$ cat src/badge_soc_pkg.sv
package badge_soc_pkg;

    // --------------------
    // Bus geometry
    // --------------------
    localparam int bus_data_width = 32;
    localparam int bus_sel_width  = 4;
    // Word address, byte offset already stripped
    localparam int bus_addr_width = 14;

    // --------------------
    // Address map
    // --------------------
    // Top two address bits pick the region
    localparam int region_msb = 13;
    localparam int region_lsb = 12;

    localparam logic [region_msb-region_lsb:0] region_sram = 2'd0;
    localparam logic [region_msb-region_lsb:0] region_misc = 2'd1;
    // Codes 2 and 3 are unmapped and answer with err

    // SRAM size in words
    localparam int sram_index_width = 10;
    localparam int sram_depth_words = 1 << sram_index_width;

    // --------------------
    // Misc register block
    // --------------------
    localparam int reg_offset_width = 2;

    localparam logic [reg_offset_width-1:0] reg_leds       = 2'd0;
    localparam logic [reg_offset_width-1:0] reg_buttons    = 2'd1;
    localparam logic [reg_offset_width-1:0] reg_irq_status = 2'd2;
    localparam logic [reg_offset_width-1:0] reg_irq_enable = 2'd3;

    // Status LED and button counts
    localparam int led_count    = 3;
    localparam int button_count = 2;

endpackage

$ cat src/bus_decoder.sv
`timescale 1ns/100ps

module bus_decoder (
    input  logic                                     clk_24mhz,
    input  logic                                     reset_i,
    // Shared bus
    input  logic                                     cyc_i,
    input  logic                                     stb_i,
    input  logic [badge_soc_pkg::bus_addr_width-1:0] adr_i,
    output logic [badge_soc_pkg::bus_data_width-1:0] dat_o,
    output logic                                     ack_o,
    output logic                                     err_o,
    // SRAM peer
    output logic                                     sram_stb_o,
    input  logic [badge_soc_pkg::bus_data_width-1:0] sram_dat_i,
    input  logic                                     sram_ack_i,
    // Misc register peer
    output logic                                     misc_stb_o,
    input  logic [badge_soc_pkg::bus_data_width-1:0] misc_dat_i,
    input  logic                                     misc_ack_i
);

    logic [badge_soc_pkg::region_msb-badge_soc_pkg::region_lsb:0] region;
    logic hit_sram;
    logic hit_misc;
    logic unmapped_stb;

    assign region   = adr_i[badge_soc_pkg::region_msb:badge_soc_pkg::region_lsb];
    assign hit_sram = (region == badge_soc_pkg::region_sram);
    assign hit_misc = (region == badge_soc_pkg::region_misc);

    // Strobe steering
    assign sram_stb_o   = cyc_i && stb_i && hit_sram;
    assign misc_stb_o   = cyc_i && stb_i && hit_misc;
    assign unmapped_stb = cyc_i && stb_i && !hit_sram && !hit_misc;

    // Answer from whichever peer the address points at
    always_comb begin
        if (hit_sram) begin
            ack_o = sram_ack_i;
            dat_o = sram_dat_i;
        end else if (hit_misc) begin
            ack_o = misc_ack_i;
            dat_o = misc_dat_i;
        end else begin
            ack_o = 1'b0;
            dat_o = '0;
        end
    end

    // Error pulse for holes in the map, single cycle like a peer ack
    always_ff @(posedge clk_24mhz) begin
        if (reset_i) begin
            err_o <= 1'b0;
        end else begin
            err_o <= unmapped_stb && !err_o;
        end
    end

    peer_strobes_exclusive: assert property (
        @(posedge clk_24mhz) disable iff (reset_i) !(sram_stb_o && misc_stb_o));

endmodule

$ cat config.mk
export PLATFORM = sky130hd
export DESIGN_NAME = bus_decoder
export DESIGN_NICKNAME = d
export VERILOG_FILES = /design/src/badge_soc_pkg.sv /design/src/bus_decoder.sv
export SDC_FILE = /design/constraint.sdc
export NUM_CORES = 1
export LEC_CHECK = 0
export BUFFER_PORTS_ARGS = -buffer_cell sky130_fd_sc_hd__buf_2
export CAP_MARGIN = 20
export CORE_UTILIZATION = 25
export DETAILED_ROUTE_END_ITERATION = 8
export PLACE_DENSITY = 0.92
export RECOVER_POWER = 50
export SETUP_SLACK_MARGIN = 0.05
export SYNTH_ARGS = -nofsm -noshare
export SYNTH_HDL_FRONTEND = slang
export SYNTH_SLANG_ARGS = --single-unit
$ cat constraint.sdc
create_clock -name clk_24mhz -period 0.9 [get_ports clk_24mhz]
set_clock_uncertainty 0.15 [all_clocks]
set_input_delay 0.135 -clock clk_24mhz [delete_from_list [all_inputs] [get_ports clk_24mhz]]
set_output_delay 0.135 -clock clk_24mhz [all_outputs]
set_load 0.03 [all_outputs]
==> key figures, run 1 <==
Floorplanning
  – Initial Util: 0.267
  – Core box area: around 2200 sq um
  – Die Y-Extent: 50.8 microns
  – FP Rows: 17
  – Die area: approximately 2600 sq um
  – Die width: 50.8 microns
  – Top Ports: 120

Setup path
  – Crit-path max cell delay: about 0.28 ns
  – CP max-delay cell: mux2i_2
  – Crit-path max FO: 8
  – Critical path class: in2out
  – Critical path arrival: 0.95 ns
  – CP Launch Type: input pin
  – CP Data Required Time: 0.61 ns
  – CP Capture Type: primary output
  – Sequence of cells on the critical path: buf_12 -> buf_16 -> mux2i_2 -> nor2_2 -> buf_6

Power and ir drop
  – Lkg Pwr: 0.888 nW
  – Peak VDD IR: between 600 and 700 uV
  – Switch Pwr: 0.698 mW
  – Power Dens Cells: 671 nW/um^2
  – Pint: 0.710 mW
  – Sw Share: 0.496
  – Seq pwr share: 0.034
  – Gate power share: 0.966
  – Clock power share: 0

Global routing
  – First-pass GRT wire length: 5.95 mm
  – Vias in the first global route: 1208
  – GRT Residual Overflow: 0
  – GRT Total Usage: 0.311
  – Antenna violations before repair: 1
  – Largest net degree at the start of global routing: 18

STA
  – Worst Max-Slew Pin Slew: 0.235 ns
  – Max Freq: 811 MHz
  – Final Hold Fails: 0
  – Minimum clock period: 1.23 ns
  – Final worst slack: -0.332 ns
  – Max-slew violation count: 0
  – Period utilization: 1.37
  – RSZ-0062 raised after global routing: true
  – Slew margin rel.: 0.839
  – Final setup fails: 35

Cells and area
  – Design Area, Final: between 2000 and 2500 sq um
  – Top flop regs: err_o x1
  – Share of cells above drive strength 1: 0.984
  – Max reg flops: 1
  – Fillers: 67
  – Area growth syn-to-layout: 252%
  – Fin nets: 274
  – Largest Register: err_o

Route
  – Initial DRC Count: 28
  – Final WL: 5.06 mm
  – Post-route ant nets: 0
  – Wire per inst: 23.3 microns
  – TritonRoute pass-1 iters: 4
  – Vias per inst: 5.50
  – Remaining DRCs: 0
  – Vias: 1193

CTS
  – Clk_lat worst skew: 0 ns
  – Post-CTS Setup Bufs: 0
  – Hold buffers post-CTS: 0
  – Clock slew at reported path FFs: 0 ns

Logic synthesis
  – Synth top area share: 0.555
  – Mean Syn Cell Area: 7.54 sq um
  – Syn. warnings: 0
  – Register area share after synthesis: 0.0336
  – Synth area leader: mux2i_1
  – Post-synth cell types: 12
  – Synth Instances: 79
  – Synthesized flop and latch total: 1
  – Largest cells by area after synthesis: mux2i_1, nor2_1, buf_12, dfxtp_1, nor3b_2
  – Cell Area, Synth: about 600 sq um
  – Post-synth net total: 163

Placed design
  – Pre-CTS setup slack: -0.406 ns
  – Detail Placement HPWL: 2.04 mm
  – Gpl congestion: 0.690
  – Post-DP Area: 1400 sq um
  – IO buf count: ~110

Flow run
  – MaxCap Viol Count: 0

Outcome
  – Status: finished, violations left
  – Failing checks: negative setup slack

Min path
  – Hold Crit Class: in2reg
==> per-stage QoR <==
step / cells / setup TNS [ns] / hold WS, ns / util / total power, mW
2_1_floorplan: 79 / -5.00 / 0.0517 / - / 0.628
3_3_place_gp: 213 / -11.48 / 0.152 / 0.625 / 0.874
3_5_place_dp: 213 / -12.09 / 0.161 / 0.625 / 0.894
4_1_cts: 216 / -8.18 / 0.182 / 0.905 / 1.29
5_1_grt: 217 / -9.78 / 0.198 / 0.939 / 1.45
6_report: 217 / -9.04 / 0.196 / 0.939 / 1.41
==> repair_timing <==
item                                    4_1_cts  5_1_grt
pin swaps                                    16        6
resized for setup                           127       18
cloned                                        3        0
endpoints found under the setup margin       36       36
==> synth_stat cells <==
| master | number |
|---|---|
| buf_12 | 3 |
| buf_2 | 1 |
| buf_4 | 1 |
| buf_6 | 1 |
| clkbuf_1 | 2 |
| dfxtp_1 | 1 |
| mux2i_1 | 33 |
| nand2_1 | 1 |
| nor2_1 | 33 |
| nor3_1 | 1 |
| nor3b_2 | 1 |
| nor4b_1 | 1 |
==> cell families (layout without fill, tap and decap cells) <==
| kind of cell | Yosys count | in the layout | synth area share |
|---|---|---|---|
| DFF | 1 | 1 | 0.0336 |
| and+or+nand+nor | 37 | 37 | 0.258 |
| buffers and inverters | 8 | 117 | 0.153 |
| other | 0 | 1 | 0 |
| muxes | 33 | 33 | 0.555 |
==> power by group through the flow <==
stage / sequential (mW) / combinational (mW) / clock [mW]
finish: 0.0485 / 1.36 / 0.000000148
global route: 0.0485 / 1.40 / 0.000000148
detailed placement: 0.0475 / 0.847 / 0
floorplan: 0.0499 / 0.578 / 0
CTS: 0.0480 / 1.25 / 0
global placement: 0.0474 / 0.827 / 0
==> worst paths after layout <==
check | slack [ns] | start | to | cells past startpoint
hold reg to reg | 0.31 | err_o | err_o | 1
setup / recovery | -0.33 | adr_i[12] | dat_o[6] | 5
setup reg to reg | 0.02 | err_o | err_o | 1
hold / removal | 0.20 | reset_i | err_o | 2
==> worst max-delay path: cells and delay by family <==
| family | cells | cell delay (ns) |
|---|---|---|
| buffers and inverters | 3 | 0.43 |
| muxes | 1 | 0.28 |
| and+or+nand+nor | 1 | 0.09 |
==> per-layer routing <==
metal | share of wire | vias to the layer above | GRT usage
met5 | 0 | - | 0
met4 | 0.074 | 0 | 0.0648
met3 | 0.086 | 28 | 0.0625
met2 | 0.52 | 110 | 0.622
met1 | 0.32 | 557 | 0.328
li1 | - | 498 | -
==> area by class of cell <==
class / count / area, sq um / share of cell area
Antenna cell: 1 / 2.50 / 0.00119
Multi-Input combinational cell: 70 / 1050 / 0.500
Sequential cell: 1 / 21.3 / 0.0101
Tap cell: 28 / 35.0 / 0.0167
Timing Repair Buffer: 117 / 990 / 0.472
==> cell usage in the layout (no fill, tap or decap), types with 2 or more instances in the layout <==
cell type	synthesis	final
buf_2	1	68
buf_6	1	37
mux2i_4	0	24
nor2_4	0	22
nor2_2	0	11
mux2i_2	0	6
buf_16	0	4
buf_12	3	4
mux2i_1	33	3
buf_8	0	2
(Power assumes the default switching activity.)
==> run 2: changes to the inputs <==
--- a/config.mk
+++ b/config.mk
@@ -9,6 +9,7 @@
 export CAP_MARGIN = 20
 export CORE_UTILIZATION = 25
 export DETAILED_ROUTE_END_ITERATION = 8
+export MAX_ROUTING_LAYER = met4
 export PLACE_DENSITY = 0.92
 export RECOVER_POWER = 50
 export SETUP_SLACK_MARGIN = 0.05
==> run 2 against run 1 <==
  * The flow still finishes with violations (negative setup slack)
  * Setup slack improved by 0.0020 ns
  * Final cell count unchanged
  * Utilization unchanged
  * Combinational power about the same
  * Final area unchanged
  * Die area unchanged
  * Critical path depth unchanged
  * Maximum frequency increased by 0.16%
  * Routed wire length decreased by 0.16%
  * Worst hold slack about the same
  * Largest power group unchanged
==> key figures, run 2 (synthesis results as in run 1) <==
STA
  – Final worst slack: -0.330 ns (+0.00200 ns)
  – Max-slew violation count: 0 (unchanged)
  – Worst Max-Slew Pin Slew: 0.223 ns (-0.0117 ns)
  – Period utilization: 1.37 (-0.00223)
  – RSZ-0062 raised after global routing: true
  – Slew margin rel.: 0.847 (+0.00804)
  – Minimum clock period: 1.23 ns (-0.00200 ns)
  – Final setup fails: 35 (unchanged)
  – Final Hold Fails: 0 (unchanged)
  – Setup_tns: -9.09 ns (-0.0410 ns)
  – Max Freq: 813 MHz (+0.16%)
  – Final hold slack: 0.196 ns (-0.000226 ns)

Setup path
  – CP max-delay cell: mux2i_2
  – CP Data Required Time: 0.61 ns (about the same)
  – Critical path buffers and inverters: 3 (unchanged)
  – Worst reg2reg setup slack: 0.02 ns (about the same)
  – Sequence of cells on the critical path: buf_12 -> buf_16 -> mux2i_2 -> nor2_2 -> buf_6
  – CP Capture Type: primary output
  – Crit-path max cell delay: 0.28 ns (about the same)
  – Critical path arrival: 0.95 ns (about the same)
  – Worst path top cell family by delay: buffers and inverters
  – Crit-path max FO: 8 (unchanged)
  – Critical path class: in2out
  – CP Launch Type: input pin

Cells and area
  – Max reg flops: 1 (unchanged)
  – Share of cells above drive strength 1: 0.984 (unchanged)
  – Top flop regs: err_o x1
  – Layout Utilization: 0.939 (unchanged)
  – Area of the multi-input gates: 1050 sq um (unchanged)
  – Non-Filler Instances: 217 (unchanged)
  – Area growth syn-to-layout: 252% (unchanged)
  – Commonest non-fill, non-tap cell in the layout: buf_2
  – Design Area, Final: 2100 sq um (unchanged)
  – Fin nets: 274 (unchanged)
  – Fillers: 67 (unchanged)
  – Most frequent cells in the layout: buf_2, buf_6, mux2i_4, nor2_4, nor2_2
  – Largest Register: err_o
  – Sequential Area: 21.3 sq um (unchanged)

Placed design
  – Cells after DPL: 213 (unchanged)
  – Gpl congestion: 0.697 (+1.1%)
  – Pre-CTS setup slack: -0.406 ns (unchanged)
  – IO buf count: 107 (unchanged)
  – Detail Placement HPWL: 2.04 mm (unchanged)
  – Post-DP Area: 1400 sq um (unchanged)

Floorplanning
  – Die Y-Extent: 50.8 microns (unchanged)
  – Top Ports: 120 (unchanged)
  – Core box area: 2230 sq um (unchanged)
  – Initial Util: 0.267 (unchanged)
  – Die width: 50.8 microns (unchanged)
  – Die area: 2580 sq um (unchanged)
  – FP Rows: 17 (unchanged)

Min path
  – Hold Crit Class: in2reg

Global routing
  – Antenna violations before repair: 1 (unchanged)
  – First-pass GRT wire length: 5.94 mm (-0.24%)
  – Vias in the first global route: 1211 (+0.25%)
  – GRT Residual Overflow: 0 (unchanged)
  – GRT Total Usage: 0.319 (+0.00843)
  – Largest net degree at the start of global routing: 18 (unchanged)

Power and ir drop
  – Seq pwr share: 0.034 (about the same)
  – Peak VDD IR: 675 uV (about the same)
  – Switch Pwr: 0.697 mW (-0.12%)
  – Lkg Pwr: 0.888 nW (unchanged)
  – Clock power share: 0 (unchanged)
  – Pint: 0.710 mW (about the same)
  – Power Dens Cells: 671 nW/um^2 (about the same)
  – Final Power: 1.41 mW (about the same)
  – Sw Share: 0.495 (about the same)
  – Gate power share: 0.966 (about the same)

CTS
  – Clock slew at reported path FFs: 0 ns (unchanged)
  – Hold buffers post-CTS: 0 (unchanged)
  – Post-CTS Setup Bufs: 0 (unchanged)
  – Clk_lat worst skew: 0 ns (unchanged)

Flow run
  – MaxCap Viol Count: 0 (unchanged)

Route
  – Vias per inst: 5.42 (-1.3%)
  – Vias: 1177 (-1.3%)
  – Remaining DRCs: 0 (unchanged)
  – Final WL: 5.05 mm (-0.16%)
  – Post-route ant nets: 0 (unchanged)
  – Initial DRC Count: 24 (-14%)
  – Wire per inst: 23.3 microns (-0.16%)
  – TritonRoute pass-1 iters: 4 (unchanged)

Outcome
  – Status: finished, violations left
  – Failing checks: negative setup slack
## run 2: cell counts in the layout (fill, tap and decap cells not counted)
No cell type changed its count.
## run 2: final timing paths
kind	start	end	cells after the start
setup / recovery	adr_i[12]	dat_o[6]	5
hold / removal	reset_i	err_o	2
setup reg to reg	err_o	err_o	1
hold reg to reg	err_o	err_o	1
## run 2: cell type report
class | count | area share
timing repair buffer | 117 | 0.472
tap | 28 | 0.0167
sequential | 1 | 0.0101
antenna | 1 | 0.00119
multi-input combinational | 70 | 0.500
## run 2: timing repair
| action | 4_1_cts | 5_1_grt |
|---|---|---|
| pin swaps | 16 | 6 |
| endpoints found under the setup margin | 36 | 36 |
| resized for setup | 127 | 18 |
| cloned | 3 | 0 |
## run 2: power groups by stage
stage	clock network, mW	registers (mW)	logic, mW
after floorplan	0	0.0499	0.578
after global placement	0	0.0474	0.827
after detailed placement	0	0.0475	0.847
after CTS	0	0.0480	1.25
after global routing	0.000000149	0.0485	1.40
final	0.000000149	0.0484	1.36
## run 2: routing by layer
layer	track usage	share of wire
met5	-	0
met4	0.0648	0.066
met3	0.0446	0.077
met2	0.622	0.53
met1	0.339	0.33
==> run 3: changes to the inputs <==
--- a/config.mk
+++ b/config.mk
@@ -7,6 +7,7 @@
 export LEC_CHECK = 0
 export BUFFER_PORTS_ARGS = -buffer_cell sky130_fd_sc_hd__buf_2
 export CAP_MARGIN = 20
+export CORE_MARGIN = 3
 export CORE_UTILIZATION = 25
 export DETAILED_ROUTE_END_ITERATION = 8
 export MAX_ROUTING_LAYER = met4
==> constraint.sdc (replaced) <==
create_clock -name clk_24mhz -period 0.9 [get_ports clk_24mhz]
set_clock_uncertainty 0.15 [all_clocks]
set_input_delay 0.18 -clock clk_24mhz [delete_from_list [all_inputs] [get_ports clk_24mhz]]
set_output_delay 0.18 -clock clk_24mhz [all_outputs]
set_load 0.03 [all_outputs]
==> run 3 against run 2 <==
  * The flow still finishes with violations (negative setup slack)
  * Register-to-register slack improved by 0.06 ns
  * Sequential share of layout area hardly changed
  * Sequential power shrank 1%
  * Final cell count increased by 1.8%
  * Die area grew 16%
  * First-iteration DRC count up 13%
  * Final area down 1.3%
  * Setup slack got worse by 0.14 ns
  * Total power decreased by 1.8%
  * Routed wire length is 1.3% lower
  * Critical endpoint is now dat_o[3]
  * Critical path depth grew 1
  * Via count down 2.8%
==> key figures, run 3 (synthesis results as in run 1) <==
Outcome
  – Status: finished, violations left
  – Failing checks: negative setup slack

Cells and area
  – Commonest non-fill, non-tap cell in the layout: buf_2
  – Most frequent cells in the layout: buf_2, buf_6, mux2i_4, nor2_4, nor2_2
  – Largest Register: err_o
  – Top flop regs: err_o x1
  – Area growth syn-to-layout: 248%
  – Fin nets: 279 (+1.8%)
  – Design Area, Final: 2070 sq um (-1.3%)
  – Max reg flops: 1 (unchanged)
  – Non-Filler Instances: 221 (+1.8%)
  – Layout Utilization: 0.927 (-0.0118)
  – # diodes: 0 (-1)
  – Share of cells above drive strength 1: 0.969 (-0.0151)

Power and ir drop
  – Lkg Pwr: 0.905 nW (+1.9%)
  – Power Dens Cells: 667 nW/um^2 (-0.51%)
  – Peak VDD IR: 658 uV (-2.5%)

Floorplanning
  – Initial Util: 0.267 (unchanged)
  – Die area: 3000 sq um (+16%)
  – Die Y-Extent: 54.8 microns (+7.9%)
  – Die width: 54.8 microns (+7.9%)
  – Top Ports: 120 (unchanged)
  – FP Rows: 17 (unchanged)
  – Core box area: 2230 sq um (unchanged)

STA
  – Max Freq: 729 MHz (-10%)
  – Period utilization: 1.52 (+0.156)
  – Final Hold Fails: 0 (unchanged)
  – Slew margin rel.: 0.842 (-0.00506)
  – Worst Max-Slew Pin Slew: 0.231 ns (+0.00738 ns)
  – Max-slew violation count: 0 (unchanged)
  – Final hold slack: 0.227 ns (+0.0317 ns)
  – Final setup fails: 35 (unchanged)
  – Minimum clock period: 1.37 ns (+0.140 ns)
  – Final worst slack: -0.471 ns (-0.140 ns)
  – RSZ-0062 raised after global routing: true

Route
  – TritonRoute pass-1 iters: 4 (unchanged)
  – Remaining DRCs: 0 (unchanged)
  – Wire per inst: 22.6 microns (-3.1%)
  – Initial DRC Count: 27 (+13%)
  – Final WL: 4.98 mm (-1.3%)
  – Vias: 1144 (-2.8%)
  – Vias per inst: 5.18 (-4.6%)
  – Post-route ant nets: 0 (unchanged)

Setup path
  – CP max-delay cell: mux2i_1
  – Most frequent CP cell: buf_12
  – CP Data Required Time: 0.57 ns (-0.04 ns)
  – Sequence of cells on the critical path: buf_12 -> buf_12 -> buf_12 -> mux2i_1 -> nor2_2 -> buf_6
  – Crit-path max cell delay: 0.27 ns (about the same)
  – Critical path class: in2out
  – Crit-path max FO: 8 (unchanged)
  – CP Capture Type: primary output
  – CP Launch Type: input pin
  – Critical path arrival: 1.04 ns (+0.09 ns)
  – Critical path buffers and inverters: 4 (+1)
  – Worst path top cell family by delay: buffers and inverters

CTS
  – Clk_lat worst skew: 0 ns (unchanged)
  – Clock slew at reported path FFs: 0 ns (unchanged)
  – Hold buffers post-CTS: 0 (unchanged)

Global routing
  – First-pass GRT wire length: 5.75 mm (-3.1%)
  – Largest net degree at the start of global routing: 17 (-1)
  – Antenna violations before repair: 0 (-1)
  – GRT Total Usage: 0.286 (-0.0328)
  – GRT Residual Overflow: 0 (unchanged)
  – Vias in the first global route: 1165 (-3.8%)

Flow run
  – MaxCap Viol Count: 0 (unchanged)

Placed design
  – Post-DP Area: 1400 sq um (unchanged)
  – Pre-CTS setup slack: -0.523 ns (-0.117 ns)
  – Detail Placement HPWL: 2.27 mm (+12%)
  – Gpl congestion: 0.690 (-1.0%)
  – IO buf count: 107 (unchanged)
  – Cells after DPL: 213 (unchanged)

Min path
  – Hold Crit Class: in2reg
-- run 3: cell count changes in the layout (fill, tap and decap cells not counted) --
cell,previous run,this run
buf_6,37,30
diode_2,1,0
buf_12,4,8
clkbuf_2,1,0
mux2i_2,6,4
buf_4,1,10
buf_16,4,1
mux2i_1,3,6
mux2i_4,24,23
buf_2,68,71
-- run 3: timing repair --
item | CTS | global route
gates cloned | 1 | 0
buffers inserted | 7 | 0
pin swaps | 11 | 5
endpoints found under the setup margin | 36 | 36
gates resized for setup | 125 | 8
-- run 3: stage by stage --
| step | setup TNS, ns | power, mW |
|---|---|---|
| 2_1_floorplan | -8.15 | 0.628 |
| 3_3_place_gp | -14.59 | 0.877 |
| 3_5_place_dp | -15.51 | 0.897 |
| 4_1_cts | -12.61 | 1.30 |
| 5_1_grt | -14.20 | 1.43 |
| 6_report | -13.67 | 1.38 |
-- run 3: worst paths after layout --
| path | start | to | slack, ns | depth (start not counted) |
|---|---|---|---|---|
| setup reg to reg | err_o | err_o | 0.08 | 1 |
| hold / removal | reset_i | err_o | 0.23 | 2 |
| setup / recovery | adr_i[12] | dat_o[3] | -0.47 | 6 |
| hold reg to reg | err_o | err_o | 0.27 | 1 |
-- run 3: per-layer routing --
| layer | global-route usage | vias to the layer above | routed length, microns |
|---|---|---|---|
| li1 | - | 501 | - |
| met1 | 0.302 | 538 | 1590 |
| met2 | 0.522 | 87 | 2750 |
| met3 | 0.0736 | 18 | 445 |
| met4 | 0.0747 | 0 | 194 |
| met5 | - | - | 0 |
-- run 3: final cells by class --
| cell class | count | area (sq um) |
|---|---|---|
| fill | 82 | 163 |
| sequential | 1 | 21.3 |
| timing repair buffer | 122 | 986 |
| tap | 28 | 35.0 |
| multi-input combinational | 70 | 1030 |
-- run 3: power by group --
group | total, mW | leakage (nW) | switching (mW) | internal (mW)
clock | 0 | 0 | 0 | 0
sequential | 0.0479 | 0.00859 | 0.00121 | 0.0467
combinational | 1.33 | 0.897 | 0.684 | 0.649
