## src/badge_soc_pkg.sv

```systemverilog
package badge_soc_pkg;

    // --------------------
    // Bus geometry
    // --------------------
    localparam int bus_data_width = 32;
    localparam int bus_sel_width  = 4;
    // Word address, byte offset already stripped
    localparam int bus_addr_width = 14;

    // --------------------
    // Address map
    // --------------------
    // Top two address bits pick the region
    localparam int region_msb = 13;
    localparam int region_lsb = 12;

    localparam logic [region_msb-region_lsb:0] region_sram = 2'd0;
    localparam logic [region_msb-region_lsb:0] region_misc = 2'd1;
    // Codes 2 and 3 are unmapped and answer with err

    // SRAM size in words
    localparam int sram_index_width = 10;
    localparam int sram_depth_words = 1 << sram_index_width;

    // --------------------
    // Misc register block
    // --------------------
    localparam int reg_offset_width = 2;

    localparam logic [reg_offset_width-1:0] reg_leds       = 2'd0;
    localparam logic [reg_offset_width-1:0] reg_buttons    = 2'd1;
    localparam logic [reg_offset_width-1:0] reg_irq_status = 2'd2;
    localparam logic [reg_offset_width-1:0] reg_irq_enable = 2'd3;

    // Status LED and button counts
    localparam int led_count    = 3;
    localparam int button_count = 2;

endpackage

```

## src/bus_arbiter.sv

```systemverilog
`timescale 1ns/100ps

module bus_arbiter (
    input  logic                                     clk_24mhz,
    input  logic                                     reset_i,
    // Fetch master, read only
    input  logic                                     m0_cyc_i,
    input  logic                                     m0_stb_i,
    input  logic [badge_soc_pkg::bus_addr_width-1:0] m0_adr_i,
    output logic [badge_soc_pkg::bus_data_width-1:0] m0_dat_o,
    output logic                                     m0_ack_o,
    output logic                                     m0_err_o,
    // Data master
    input  logic                                     m1_cyc_i,
    input  logic                                     m1_stb_i,
    input  logic                                     m1_we_i,
    input  logic [badge_soc_pkg::bus_addr_width-1:0] m1_adr_i,
    input  logic [badge_soc_pkg::bus_data_width-1:0] m1_dat_i,
    input  logic [badge_soc_pkg::bus_sel_width-1:0]  m1_sel_i,
    output logic [badge_soc_pkg::bus_data_width-1:0] m1_dat_o,
    output logic                                     m1_ack_o,
    output logic                                     m1_err_o,
    // Shared bus
    output logic                                     s_cyc_o,
    output logic                                     s_stb_o,
    output logic                                     s_we_o,
    output logic [badge_soc_pkg::bus_addr_width-1:0] s_adr_o,
    output logic [badge_soc_pkg::bus_data_width-1:0] s_dat_o,
    output logic [badge_soc_pkg::bus_sel_width-1:0]  s_sel_o,
    input  logic [badge_soc_pkg::bus_data_width-1:0] s_dat_i,
    input  logic                                     s_ack_i,
    input  logic                                     s_err_i
);

    logic grant_m0;
    logic grant_m1;
    logic last_m1;
    logic m0_req;
    logic m1_req;
    logic bus_idle;
    logic pick_m1;

    assign m0_req   = m0_cyc_i && m0_stb_i;
    assign m1_req   = m1_cyc_i && m1_stb_i;
    assign bus_idle = !grant_m0 && !grant_m1;

    // Data master wins when alone, or when fetch was served last
    assign pick_m1 = m1_req && (!m0_req || !last_m1);

    always_ff @(posedge clk_24mhz) begin
        if (reset_i) begin
            grant_m0 <= 1'b0;
            grant_m1 <= 1'b0;
            last_m1  <= 1'b1;
        end else if (bus_idle) begin
            if (m0_req || m1_req) begin
                grant_m0 <= !pick_m1;
                grant_m1 <= pick_m1;
                last_m1  <= pick_m1;
            end
        end else begin
            // Grant lasts until the owner ends its cycle
            if (grant_m0 && !m0_cyc_i) begin
                grant_m0 <= 1'b0;
            end
            if (grant_m1 && !m1_cyc_i) begin
                grant_m1 <= 1'b0;
            end
        end
    end

    // --------------------
    // Request mux
    // --------------------
    always_comb begin
        s_cyc_o = 1'b0;
        s_stb_o = 1'b0;
        s_we_o  = 1'b0;
        s_adr_o = '0;
        s_dat_o = '0;
        s_sel_o = '0;
        if (grant_m0) begin
            // Fetch never writes and always takes the full word
            s_cyc_o = m0_cyc_i;
            s_stb_o = m0_stb_i;
            s_adr_o = m0_adr_i;
            s_sel_o = '1;
        end else if (grant_m1) begin
            s_cyc_o = m1_cyc_i;
            s_stb_o = m1_stb_i;
            s_we_o  = m1_we_i;
            s_adr_o = m1_adr_i;
            s_dat_o = m1_dat_i;
            s_sel_o = m1_sel_i;
        end
    end

    // Responses only reach the owner of the bus
    assign m0_ack_o = grant_m0 && s_ack_i;
    assign m0_err_o = grant_m0 && s_err_i;
    assign m0_dat_o = grant_m0 ? s_dat_i : '0;
    assign m1_ack_o = grant_m1 && s_ack_i;
    assign m1_err_o = grant_m1 && s_err_i;
    assign m1_dat_o = grant_m1 ? s_dat_i : '0;

    grants_exclusive: assert property (
        @(posedge clk_24mhz) disable iff (reset_i) !(grant_m0 && grant_m1));

    // A peer or decoder answer always lands while someone owns the bus
    response_has_owner: assert property (
        @(posedge clk_24mhz) disable iff (reset_i)
        (s_ack_i || s_err_i) |-> (grant_m0 || grant_m1));

endmodule

```

## config.mk

```make
export PLATFORM = sky130hd
export DESIGN_NAME = bus_arbiter
export DESIGN_NICKNAME = d
export VERILOG_FILES = /design/src/badge_soc_pkg.sv /design/src/bus_arbiter.sv
export SDC_FILE = /design/constraint.sdc
export NUM_CORES = 1
export LEC_CHECK = 0
export BUFFER_PORTS_ARGS = -buffer_cell sky130_fd_sc_hd__buf_2
export CAP_MARGIN = 20
export CORE_AREA = 3 3 86 88
export CTS_CLUSTER_SIZE = 40
export DETAILED_ROUTE_END_ITERATION = 10
export DIE_AREA = 0 0 89 91
export PLACE_DENSITY_LB_ADDON = 0.15
export RECOVER_POWER = 100
export SLEW_MARGIN = 20
export SYNTH_ARGS = -nofsm -noshare
export SYNTH_HDL_FRONTEND = slang
export SYNTH_SLANG_ARGS = --single-unit
```

## constraint.sdc

```tcl
create_clock -name clk_24mhz -period 1.4 [get_ports clk_24mhz]
set_input_delay 0.42 -clock clk_24mhz [delete_from_list [all_inputs] [get_ports clk_24mhz]]
set_output_delay 0.42 -clock clk_24mhz [all_outputs]
set_load 0.02 [all_outputs]
```

==> results of run 1 <==
-- per-stage QoR --
step | instance area [sq um] | power, mW
final | 3420 | 1.34
after global routing | 3420 | 1.42
after CTS | 3210 | 1.28
after detailed placement | 2290 | 0.753
after global placement | 2290 | 0.751
after floorplan | 1070 | 0.447
-- area by class of cell --
class                      instances  area, sq um  area share (%)
timing repair buffer             247         2130            62.2
multi-input combinational        137         1070            31.3
tap                               80          100            2.93
sequential                         3         65.1            1.90
clock buffer                       4         45.0            1.32
inverter                           2         11.3           0.330
-- report_power, final --
group	switching, mW	internal (mW)
registers	0.00439	0.0913
logic	0.441	0.549
clock network	0.0556	0.194
-- per-layer routing --
metal / vias up / track usage, % / wire length, um
met5: - / 0 / 0
met4: 0 / 3.35 / 38
met3: 2 / 3.18 / 628
met2: 117 / 31.1 / 4050
met1: 910 / 16.5 / 2510
li1: 978 / - / -
-- state kept, by name, summed over array words and instances, names as in the netlist --
register / cells
last_m1: 1
grant_m1: 1
grant_m0: 1
-- worst min path at each step --
stage	start	endpoint	slack, ps	depth (start not counted)
6_report	reset_i	grant_m0	450	2
5_1_grt	reset_i	grant_m0	450	2
4_1_cts	reset_i	grant_m0	450	2
3_5_place_dp	last_m1	last_m1	540	2
3_3_place_gp	last_m1	last_m1	540	2
2_1_floorplan	reset_i	grant_m0	500	1
-- what timing repair did --
item | 4_1_cts | 5_1_grt
pin swaps | 0 | 4
hold buffers | 0 | 0
setup buffers | 8 | 2
gates resized for setup | 215 | 71
gates cloned | 6 | 3
setup endpoints to repair | 121 | 122
-- cells by family after synthesis --
group,after synthesis,share of synthesized area [%]
buffers and inverters,17,8.90
AND/OR/NAND/NOR,118,69.5
flip-flops,3,5.69
AO/OA/AOI/OAI,19,15.9
-- cell usage in the layout, fill, tap and decap left out, types with 2 or more instances in the layout --
master	instances
buf_16	2
and2_4	51
nand2_4	3
nand2_2	3
and2_2	2
and2_1	48
clkbuf_16	3
nand4bb_1	2
buf_12	6
buf_4	41
buf_6	87
clkbuf_8	3
nand2_1	2
buf_8	2
a22o_1	15
buf_2	104
==> flow_metrics.py, run 1 <==
metrics = {
    "yosys": {
        "syn_nets": 262,
        "postSynthAreaPerCell_sq_um": 6.72,
        "synth.distinct_cells": 20,
        "yosys-top-cells-area": "and2_1 60%, a22o_1 13%, dfxtp_1 5.7%, buf_8 2.8%, nand2_1 2.8%",
        "synth.most_common_cell": "and2_1",
        "synthFlopType": "dfxtp_1",
        "synth-seq-cells": 3,
        "yosys_warnings": 0,
        "synth_top_area_share_pct": 59.9,
        "yosysTopAreaCell": "and2_1",
        "seq_area_frac_synth_pct": 5.69,
        "syn_area_sq_mm": 0.00105,
        "synthTopCellsByCount": "101 x and2_1, 16 x a22o_1, 8 x nand2_1",
        "netlist_instances": 157,
        "synth-edff-count": 0,
        "async_flop_share_pct": 0,
    },
    "drt": {
        "dr.pass1.iters": 5,
        "via_count": 2007,
        "drc": 0,
        "routedWlPerCell_um": 15.3,
        "postRouteWirelength_um": 7230,
        "avgViaCountPerCell": 4.24,
        "ant_nets": 0,
        "drt_iter0_markers": 41,
    },
    "critical_path": {
        "crit_fanout": 17,
        "cp_cell_sequence": "and2b_4 -> clkbuf_16 -> and2_1 -> buf_6",
        "r2r-end": "grant_m0",
        "crit_slowest_cell": "dfxtp_2",
        "crit_start": "grant_m0",
        "r2r_start": "grant_m0",
        "cp-end-kind": "primary output",
        "critPathKind": "reg -> out",
        "cp.arrival_ps": 1290,
        "max_stage_delay_ps": 310,
        "ff2ff_path_depth": 6,
        "critPathBufInv": 2,
        "reg2reg_slack_ps": -60,
        "cp-endpoint": "s_dat_o[20]",
        "cp_num_cells": 4,
        "required_ps": 980,
        "critical_path.top_delay_family": "simple AND/OR/NAND/NOR gates",
        "start_kind": "flip-flop",
    },
    "cells_and_area": {
        "layout.cells.non_filler": 473,
        "antenna_cells": 0,
        "fillers": 624,
        "area_growth_pct": 224,
        "nets": 499,
        "drive_gt1_share_pct": 80.2,
        "final_core_util_pct": 50.9,
    },
    "floorplanning": {
        "pin_count": 226,
        "dieWidth_um": 89,
        "core_area_sq_mm": 0.00672,
        "start_util_pct": 15.7,
        "rows": 30,
        "die_h_um": 91,
        "die-area_sq_mm": 0.00810,
    },
    "sta": {
        "worst_pin_slew_ps": 430,
        "timing.setup.tns_ps": -24820,
        "hold_viol_final": 0,
        "slew_headroom_pct": 70.9,
        "setup_viol": 122,
        "drv_slew": 0,
        "rsz0062_at_grt": "yes",
        "holdWs_ps": 453,
        "fmax_mhz": 586,
        "fin_crit_ps": 1710,
        "finalClockSkew_ps": 4.95,
        "fin_crit_sh_pct": 122,
        "layout_setup_ws_ps": -307,
    },
    "clock_tree": {
        "clock_path_buffers": 2,
        "cts_sinks": 3,
        "cts_buffers": 3,
        "tritoncts": "yes",
        "clk-insertion-delay-late_ps": 220,
        "cts.htree.levels": 1,
        "cts.clk_slew.worst_paths_ps": 30,
        "cts_root_buf": "clkbuf_8",
    },
    "grt": {
        "grt_pass1_vias": 2056,
        "grt_start_max_net_pins": 35,
        "overflow": 0,
        "antenna_found_initial": 0,
        "grt_pass1_wl_um": 9940,
        "track_usage_pct": 15.8,
    },
    "place": {
        "place_congestion": 0.679,
        "post-place-ws_ps": -91.7,
        "place_hpwl_um": 4620,
        "io_buffer_count": 225,
        "place_inst": 454,
    },
    "pwr": {
        "powerDensity_mw_per_mm2": 391,
        "ir_drop_mv": 0.207,
        "p_leak_nw": 1.87,
    },
    "outcome": {
        "violations": "negative setup slack",
        "status": "finished, violations left",
    },
    "job": {
        "drv_cap": 0,
    },
    "worst_hold_path": {
        "hold_path_class": "in -> reg",
    },
}
No activity file was read; power rests on OpenSTA's default activity.
==> inputs of run 2 (changes only) <==
Settings changed: CELL_PAD_IN_SITES_DETAIL_PLACEMENT set to 1, CELL_PAD_IN_SITES_GLOBAL_PLACEMENT set to 1, CORE_AREA 3 3 86 88 to unset, CORE_MARGIN set to 3, CORE_UTILIZATION set to 12, DIE_AREA 0 0 89 91 to unset.
==> flow_metrics.py, run 2 (synthesis results as in run 1) <==
metrics = {
    "cells_and_area": {
        "drive_gt1_share_pct": 73.5,
        "final_common_cell": "buf_2",
        "reg_top3": "grant_m0 x1, grant_m1 x1, last_m1 x1",
        "layout.cells.non_filler": 490,
        "mostFrequentLayoutCells": "159 x buf_2, 65 x and2_1, 64 x buf_6, 34 x and2_4, 15 x a22o_1",
        "area_growth_pct": 184,
        "antenna_cells": 0,
        "nets": 491,
    },
    "outcome": {
        "violations": "negative setup slack",
        "status": "finished, violations left",
    },
    "critical_path": {
        "max_stage_delay_ps": 360,
        "crit_fanout": 31,
        "crit_slowest_cell": "dfxtp_4",
        "r2r-end": "grant_m0",
        "ff2ff_path_depth": 4,
        "cp.arrival_ps": 1290,
        "start_kind": "flip-flop",
        "cp_cell_sequence": "and2b_4 -> buf_12 -> a22o_4 -> buf_2",
        "critPathKind": "reg -> out",
        "required_ps": 980,
        "reg2reg_slack_ps": 130,
        "cp-end-kind": "primary output",
        "r2r_start": "grant_m1",
    },
    "place": {
        "place_congestion": 0.669,
        "place_inst": 478,
        "io_buffer_count": 225,
        "place_hpwl_um": 5100,
    },
    "sta": {
        "timing.setup.tns_ps": -20800,
        "holdWs_ps": 429,
        "fin_crit_sh_pct": 122,
        "finalClockSkew_ps": 3.40,
        "worst_pin_slew_ps": 299,
        "fin_crit_ps": 1710,
        "fmax_mhz": 584,
        "setup_viol": 121,
        "layout_setup_ws_ps": -312,
        "rsz0062_at_grt": "yes",
        "hold_viol_final": 0,
        "slew_headroom_pct": 79.8,
        "drv_slew": 0,
    },
    "worst_hold_path": {
        "hold_end": "grant_m0",
        "hold_path_class": "in -> reg",
        "hold_depth": 2,
        "min_from": "reset_i",
    },
    "clock_tree": {
        "cts_root_buf": "clkbuf_8",
        "cts_buffers": 3,
        "hold_buffers": 0,
        "cts.htree.levels": 1,
        "clock_path_buffers": 2,
        "clk-insertion-delay-late_ps": 220,
        "tritoncts": "yes",
        "cts.clk_slew.worst_paths_ps": 30,
        "cts_sinks": 3,
    },
    "job": {
        "drv_cap": 0,
    },
    "floorplanning": {
        "pin_count": 226,
        "start_util_pct": 12.6,
        "core_area_sq_mm": 0.00838,
        "dieWidth_um": 99.8,
        "die_h_um": 99.8,
        "rows": 33,
        "die-area_sq_mm": 0.00995,
    },
    "pwr": {
        "ir_drop_mv": 0.201,
        "p_sw_share_pct": 39.1,
        "clock_power_share_pct": 21.2,
        "power.internal_mw": 0.732,
        "combPwrFrac_pct": 70.6,
        "fin_total_pwr_mw": 1.20,
        "p_leak_nw": 1.74,
        "powerDensity_mw_per_mm2": 401,
        "p_switching_mw": 0.469,
        "seq_power_share_pct": 8.2,
    },
    "grt": {
        "antenna_found_initial": 0,
        "grt_pass1_wl_um": 9980,
        "overflow": 0,
        "track_usage_pct": 12.4,
        "grt_pass1_vias": 2001,
        "grt_start_max_net_pins": 32,
    },
    "drt": {
        "ant_nets": 0,
        "drt_iter0_markers": 43,
        "drc": 0,
        "postRouteWirelength_um": 6800,
        "avgViaCountPerCell": 4.02,
        "dr.pass1.iters": 4,
        "via_count": 1971,
        "routedWlPerCell_um": 13.9,
    },
}
run 2: changes by cell type in the layout (fill, tap and decap cells not counted), moves of 6 or more:
cell / previous run / this run
buf_2: 104 / 159
buf_4: 41 / 8
nand2_1: 2 / 8
and2_4: 51 / 34
and2_1: 48 / 65
buf_6: 87 / 64
run 2: layout make-up:
cell class / instances / area [sq um]
repair buffers: 239 / 1750
flip-flops and latches: 3 / 65.1
clock buffers: 4 / 45.0
inverters: 2 / 7.51
multi-input cells: 137 / 997
fillers: 1072 / 5380
well taps: 105 / 131
run 2: metrics by stage:
| stage | setup slack, ps | utilization, % | cell area (sq um) |
|---|---|---|---|
| final | -312 | 35.8 | 3000 |
| after global placement | -61.3 | 27.4 | 2300 |
| after floorplan | -14.5 | - | 1070 |
| after CTS | -305 | 34.0 | 2850 |
| after global routing | -349 | 35.8 | 3000 |
| after detailed placement | -85.1 | 27.4 | 2300 |
run 2: worst max path at each step:
stage | startpoint | endpoint | slack [ps] | cells after the start
finish | grant_m1 | s_adr_o[10] | -310 | 4
global route | grant_m0 | s_adr_o[10] | -350 | 4
CTS | grant_m0 | s_dat_o[19] | -300 | 4
detailed placement | grant_m0 | s_adr_o[10] | -90 | 4
global placement | grant_m0 | s_adr_o[10] | -60 | 4
floorplan | grant_m0 | s_adr_o[11] | -10 | 4
run 2: routing by layer:
metal	GRT usage [%]	routed length [um]
met2	24.4	3640
met4	2.73	55
met3	4.56	878
met5	0	0
met1	12.1	2230
run 2: power groups by stage:
stage	clock (mW)	combinational, mW	sequential (mW)
CTS	0.257	0.810	0.0980
finish	0.255	0.848	0.0982
floorplan	0	0.351	0.0965
global route	0.275	0.915	0.0995
global placement	0	0.649	0.0965
detailed placement	0	0.656	0.0968
run 2: critical path: cells and delay by family, from the launching register on:
family / cells / cell delay [ps]
buffers and inverters: 2 / 300
flip-flops: 1 / 360
AO/OA/AOI/OAI: 1 / 210
AND/OR/NAND/NOR: 1 / 180
run 2: timing repair:
action | in CTS | in global routing
buffers inserted | 2 | 2
gates resized for setup | 138 | 36
setup endpoints to repair | 121 | 122
gates cloned | 3 | 2
==> inputs of run 3 (changes only) <==
Settings changed: CTS_BUF_LIST set to sky130_fd_sc_hd__clkbuf_8 sky130_fd_sc_hd__clkbuf_16.
==> flow_metrics.py, run 3 (synthesis results as in run 1) <==
metrics = {
    "outcome": {
        "status": "finished, violations left",
        "violations": "negative setup slack",
    },
    "pwr": {
        "seq_power_share_pct": 8.4,
        "p_switching_mw": 0.465,
        "combPwrFrac_pct": 70.6,
        "clock_power_share_pct": 21.0,
        "powerDensity_mw_per_mm2": 400,
        "p_leak_nw": 1.72,
        "p_sw_share_pct": 39.5,
        "power.internal_mw": 0.712,
        "ir_drop_mv": 0.194,
    },
    "cells_and_area": {
        "nets": 491,
        "final_common_cell": "buf_2",
        "mostFrequentLayoutCells": "159 x buf_2, 77 x and2_1, 57 x buf_6, 22 x and2_4, 16 x buf_4",
        "drive_gt1_share_pct": 70.4,
        "reg_top3": "grant_m0 x1, grant_m1 x1, last_m1 x1",
        "fin_area_sq_mm": 0.00294,
        "antenna_cells": 0,
        "area_growth_pct": 179,
        "fillers": 1077,
    },
    "clock_tree": {
        "cts.clk_slew.worst_paths_ps": 30,
        "cts_sinks": 3,
        "clk-insertion-delay-late_ps": 220,
        "cts_buffers": 3,
        "clock_path_buffers": 2,
        "hold_buffers": 0,
        "cts_root_buf": "clkbuf_8",
        "cts.htree.levels": 1,
        "tritoncts": "yes",
    },
    "grt": {
        "grt_pass1_vias": 2001,
        "track_usage_pct": 12.4,
        "grt_pass1_wl_um": 9980,
        "overflow": 0,
        "antenna_found_initial": 0,
        "grt_start_max_net_pins": 32,
    },
    "drt": {
        "drc": 0,
        "dr.pass1.iters": 4,
        "routedWlPerCell_um": 13.8,
        "ant_nets": 0,
        "drt_iter0_markers": 43,
        "avgViaCountPerCell": 4.02,
        "met1_length_um": 2250,
        "postRouteWirelength_um": 6780,
        "via_count": 1970,
        "top_layer": "met4",
        "wl_met2_um": 3610,
        "dr_wl_met3_um": 865,
    },
    "place": {
        "post-place-ws_ps": -85.1,
        "place_hpwl_um": 5100,
        "postPlaceCellArea_sq_mm": 0.00230,
        "io_buffer_count": 225,
        "place_congestion": 0.669,
    },
    "floorplanning": {
        "core_area_sq_mm": 0.00838,
        "die-area_sq_mm": 0.00995,
        "die_h_um": 99.8,
        "dieWidth_um": 99.8,
        "start_util_pct": 12.6,
        "rows": 33,
        "pin_count": 226,
    },
    "job": {
        "drv_cap": 0,
    },
    "critical_path": {
        "start_kind": "flip-flop",
        "max_stage_delay_ps": 360,
        "required_ps": 980,
        "critPathKind": "reg -> out",
        "cp_cell_sequence": "and2b_4 -> buf_12 -> a22o_4 -> buf_2",
        "crit_fanout": 31,
        "crit_slowest_cell": "dfxtp_4",
        "cp-end-kind": "primary output",
        "cp.arrival_ps": 1300,
    },
    "sta": {
        "slew_headroom_pct": 79.8,
        "layout_setup_ws_ps": -316,
        "fin_crit_sh_pct": 123,
        "drv_slew": 0,
        "fmax_mhz": 583,
        "rsz0062_at_grt": "yes",
        "fin_crit_ps": 1720,
        "setup_viol": 121,
        "timing.setup.tns_ps": -21070,
        "hold_viol_final": 0,
        "worst_pin_slew_ps": 299,
        "finalClockSkew_ps": 2.95,
    },
    "worst_hold_path": {
        "hold_path_class": "in -> reg",
    },
}
==> run 3: routing by layer <==
| metal | vias up | GRT usage [%] |
|---|---|---|
| met4 | 0 | 2.73 |
| met1 | 881 | 12.1 |
| met2 | 123 | 24.4 |
| met5 | - | 0 |
| met3 | 4 | 4.56 |
| li1 | 962 | - |
==> run 3: cell type report <==
| class | count | area [sq um] | share of cell area [%] |
|---|---|---|---|
| Clock inverter | 1 | 3.75 | 0.128 |
| Tap cell | 105 | 131 | 4.47 |
| Clock buffer | 3 | 41.3 | 1.40 |
| Inverter | 2 | 7.51 | 0.255 |
| Timing Repair Buffer | 239 | 1730 | 58.7 |
| Sequential cell | 3 | 65.1 | 2.21 |
| Multi-Input combinational cell | 137 | 967 | 32.9 |
==> run 3: timing repair <==
item	CTS	global route
buffers inserted	2	2
endpoints found under the setup margin	121	122
hold endpoints to repair	0	0
pin swaps	0	0
gates cloned	3	2
resized for setup	138	17
==> run 3: worst paths after layout <==
kind / slack [ps] / cells past startpoint / start / endpoint
setup / recovery: -320 / 4 / grant_m1 / s_adr_o[10]
hold / removal: 430 / 2 / reset_i / grant_m0
setup reg to reg: 130 / 4 / grant_m1 / grant_m0
hold reg to reg: 560 / 2 / last_m1 / last_m1
==> run 3: critical path: cells and delay by family (launching register included) <==
family	cells	cell delay (ps)
AOI/OAI and AO/OA	1	210
buffers and inverters	2	300
DFF	1	360
and+or+nand+nor	1	180
==> run 3: power by group through the flow <==
stage | logic (mW) | clock network (mW) | registers (mW)
2_1_floorplan | 0.351 | 0 | 0.0965
3_3_place_gp | 0.649 | 0 | 0.0965
3_5_place_dp | 0.656 | 0 | 0.0968
4_1_cts | 0.810 | 0.250 | 0.0980
5_1_grt | 0.898 | 0.268 | 0.0997
6_report | 0.831 | 0.248 | 0.0985
==> run 3: through the flow <==
step	power, mW	cells	hold slack [ps]	utilization (%)
after floorplan	0.447	157	496	-
after global placement	0.746	478	555	27.4
after detailed placement	0.753	478	559	27.4
after CTS	1.16	487	431	34.0
after global routing	1.27	490	437	35.1
final	1.18	490	428	35.1
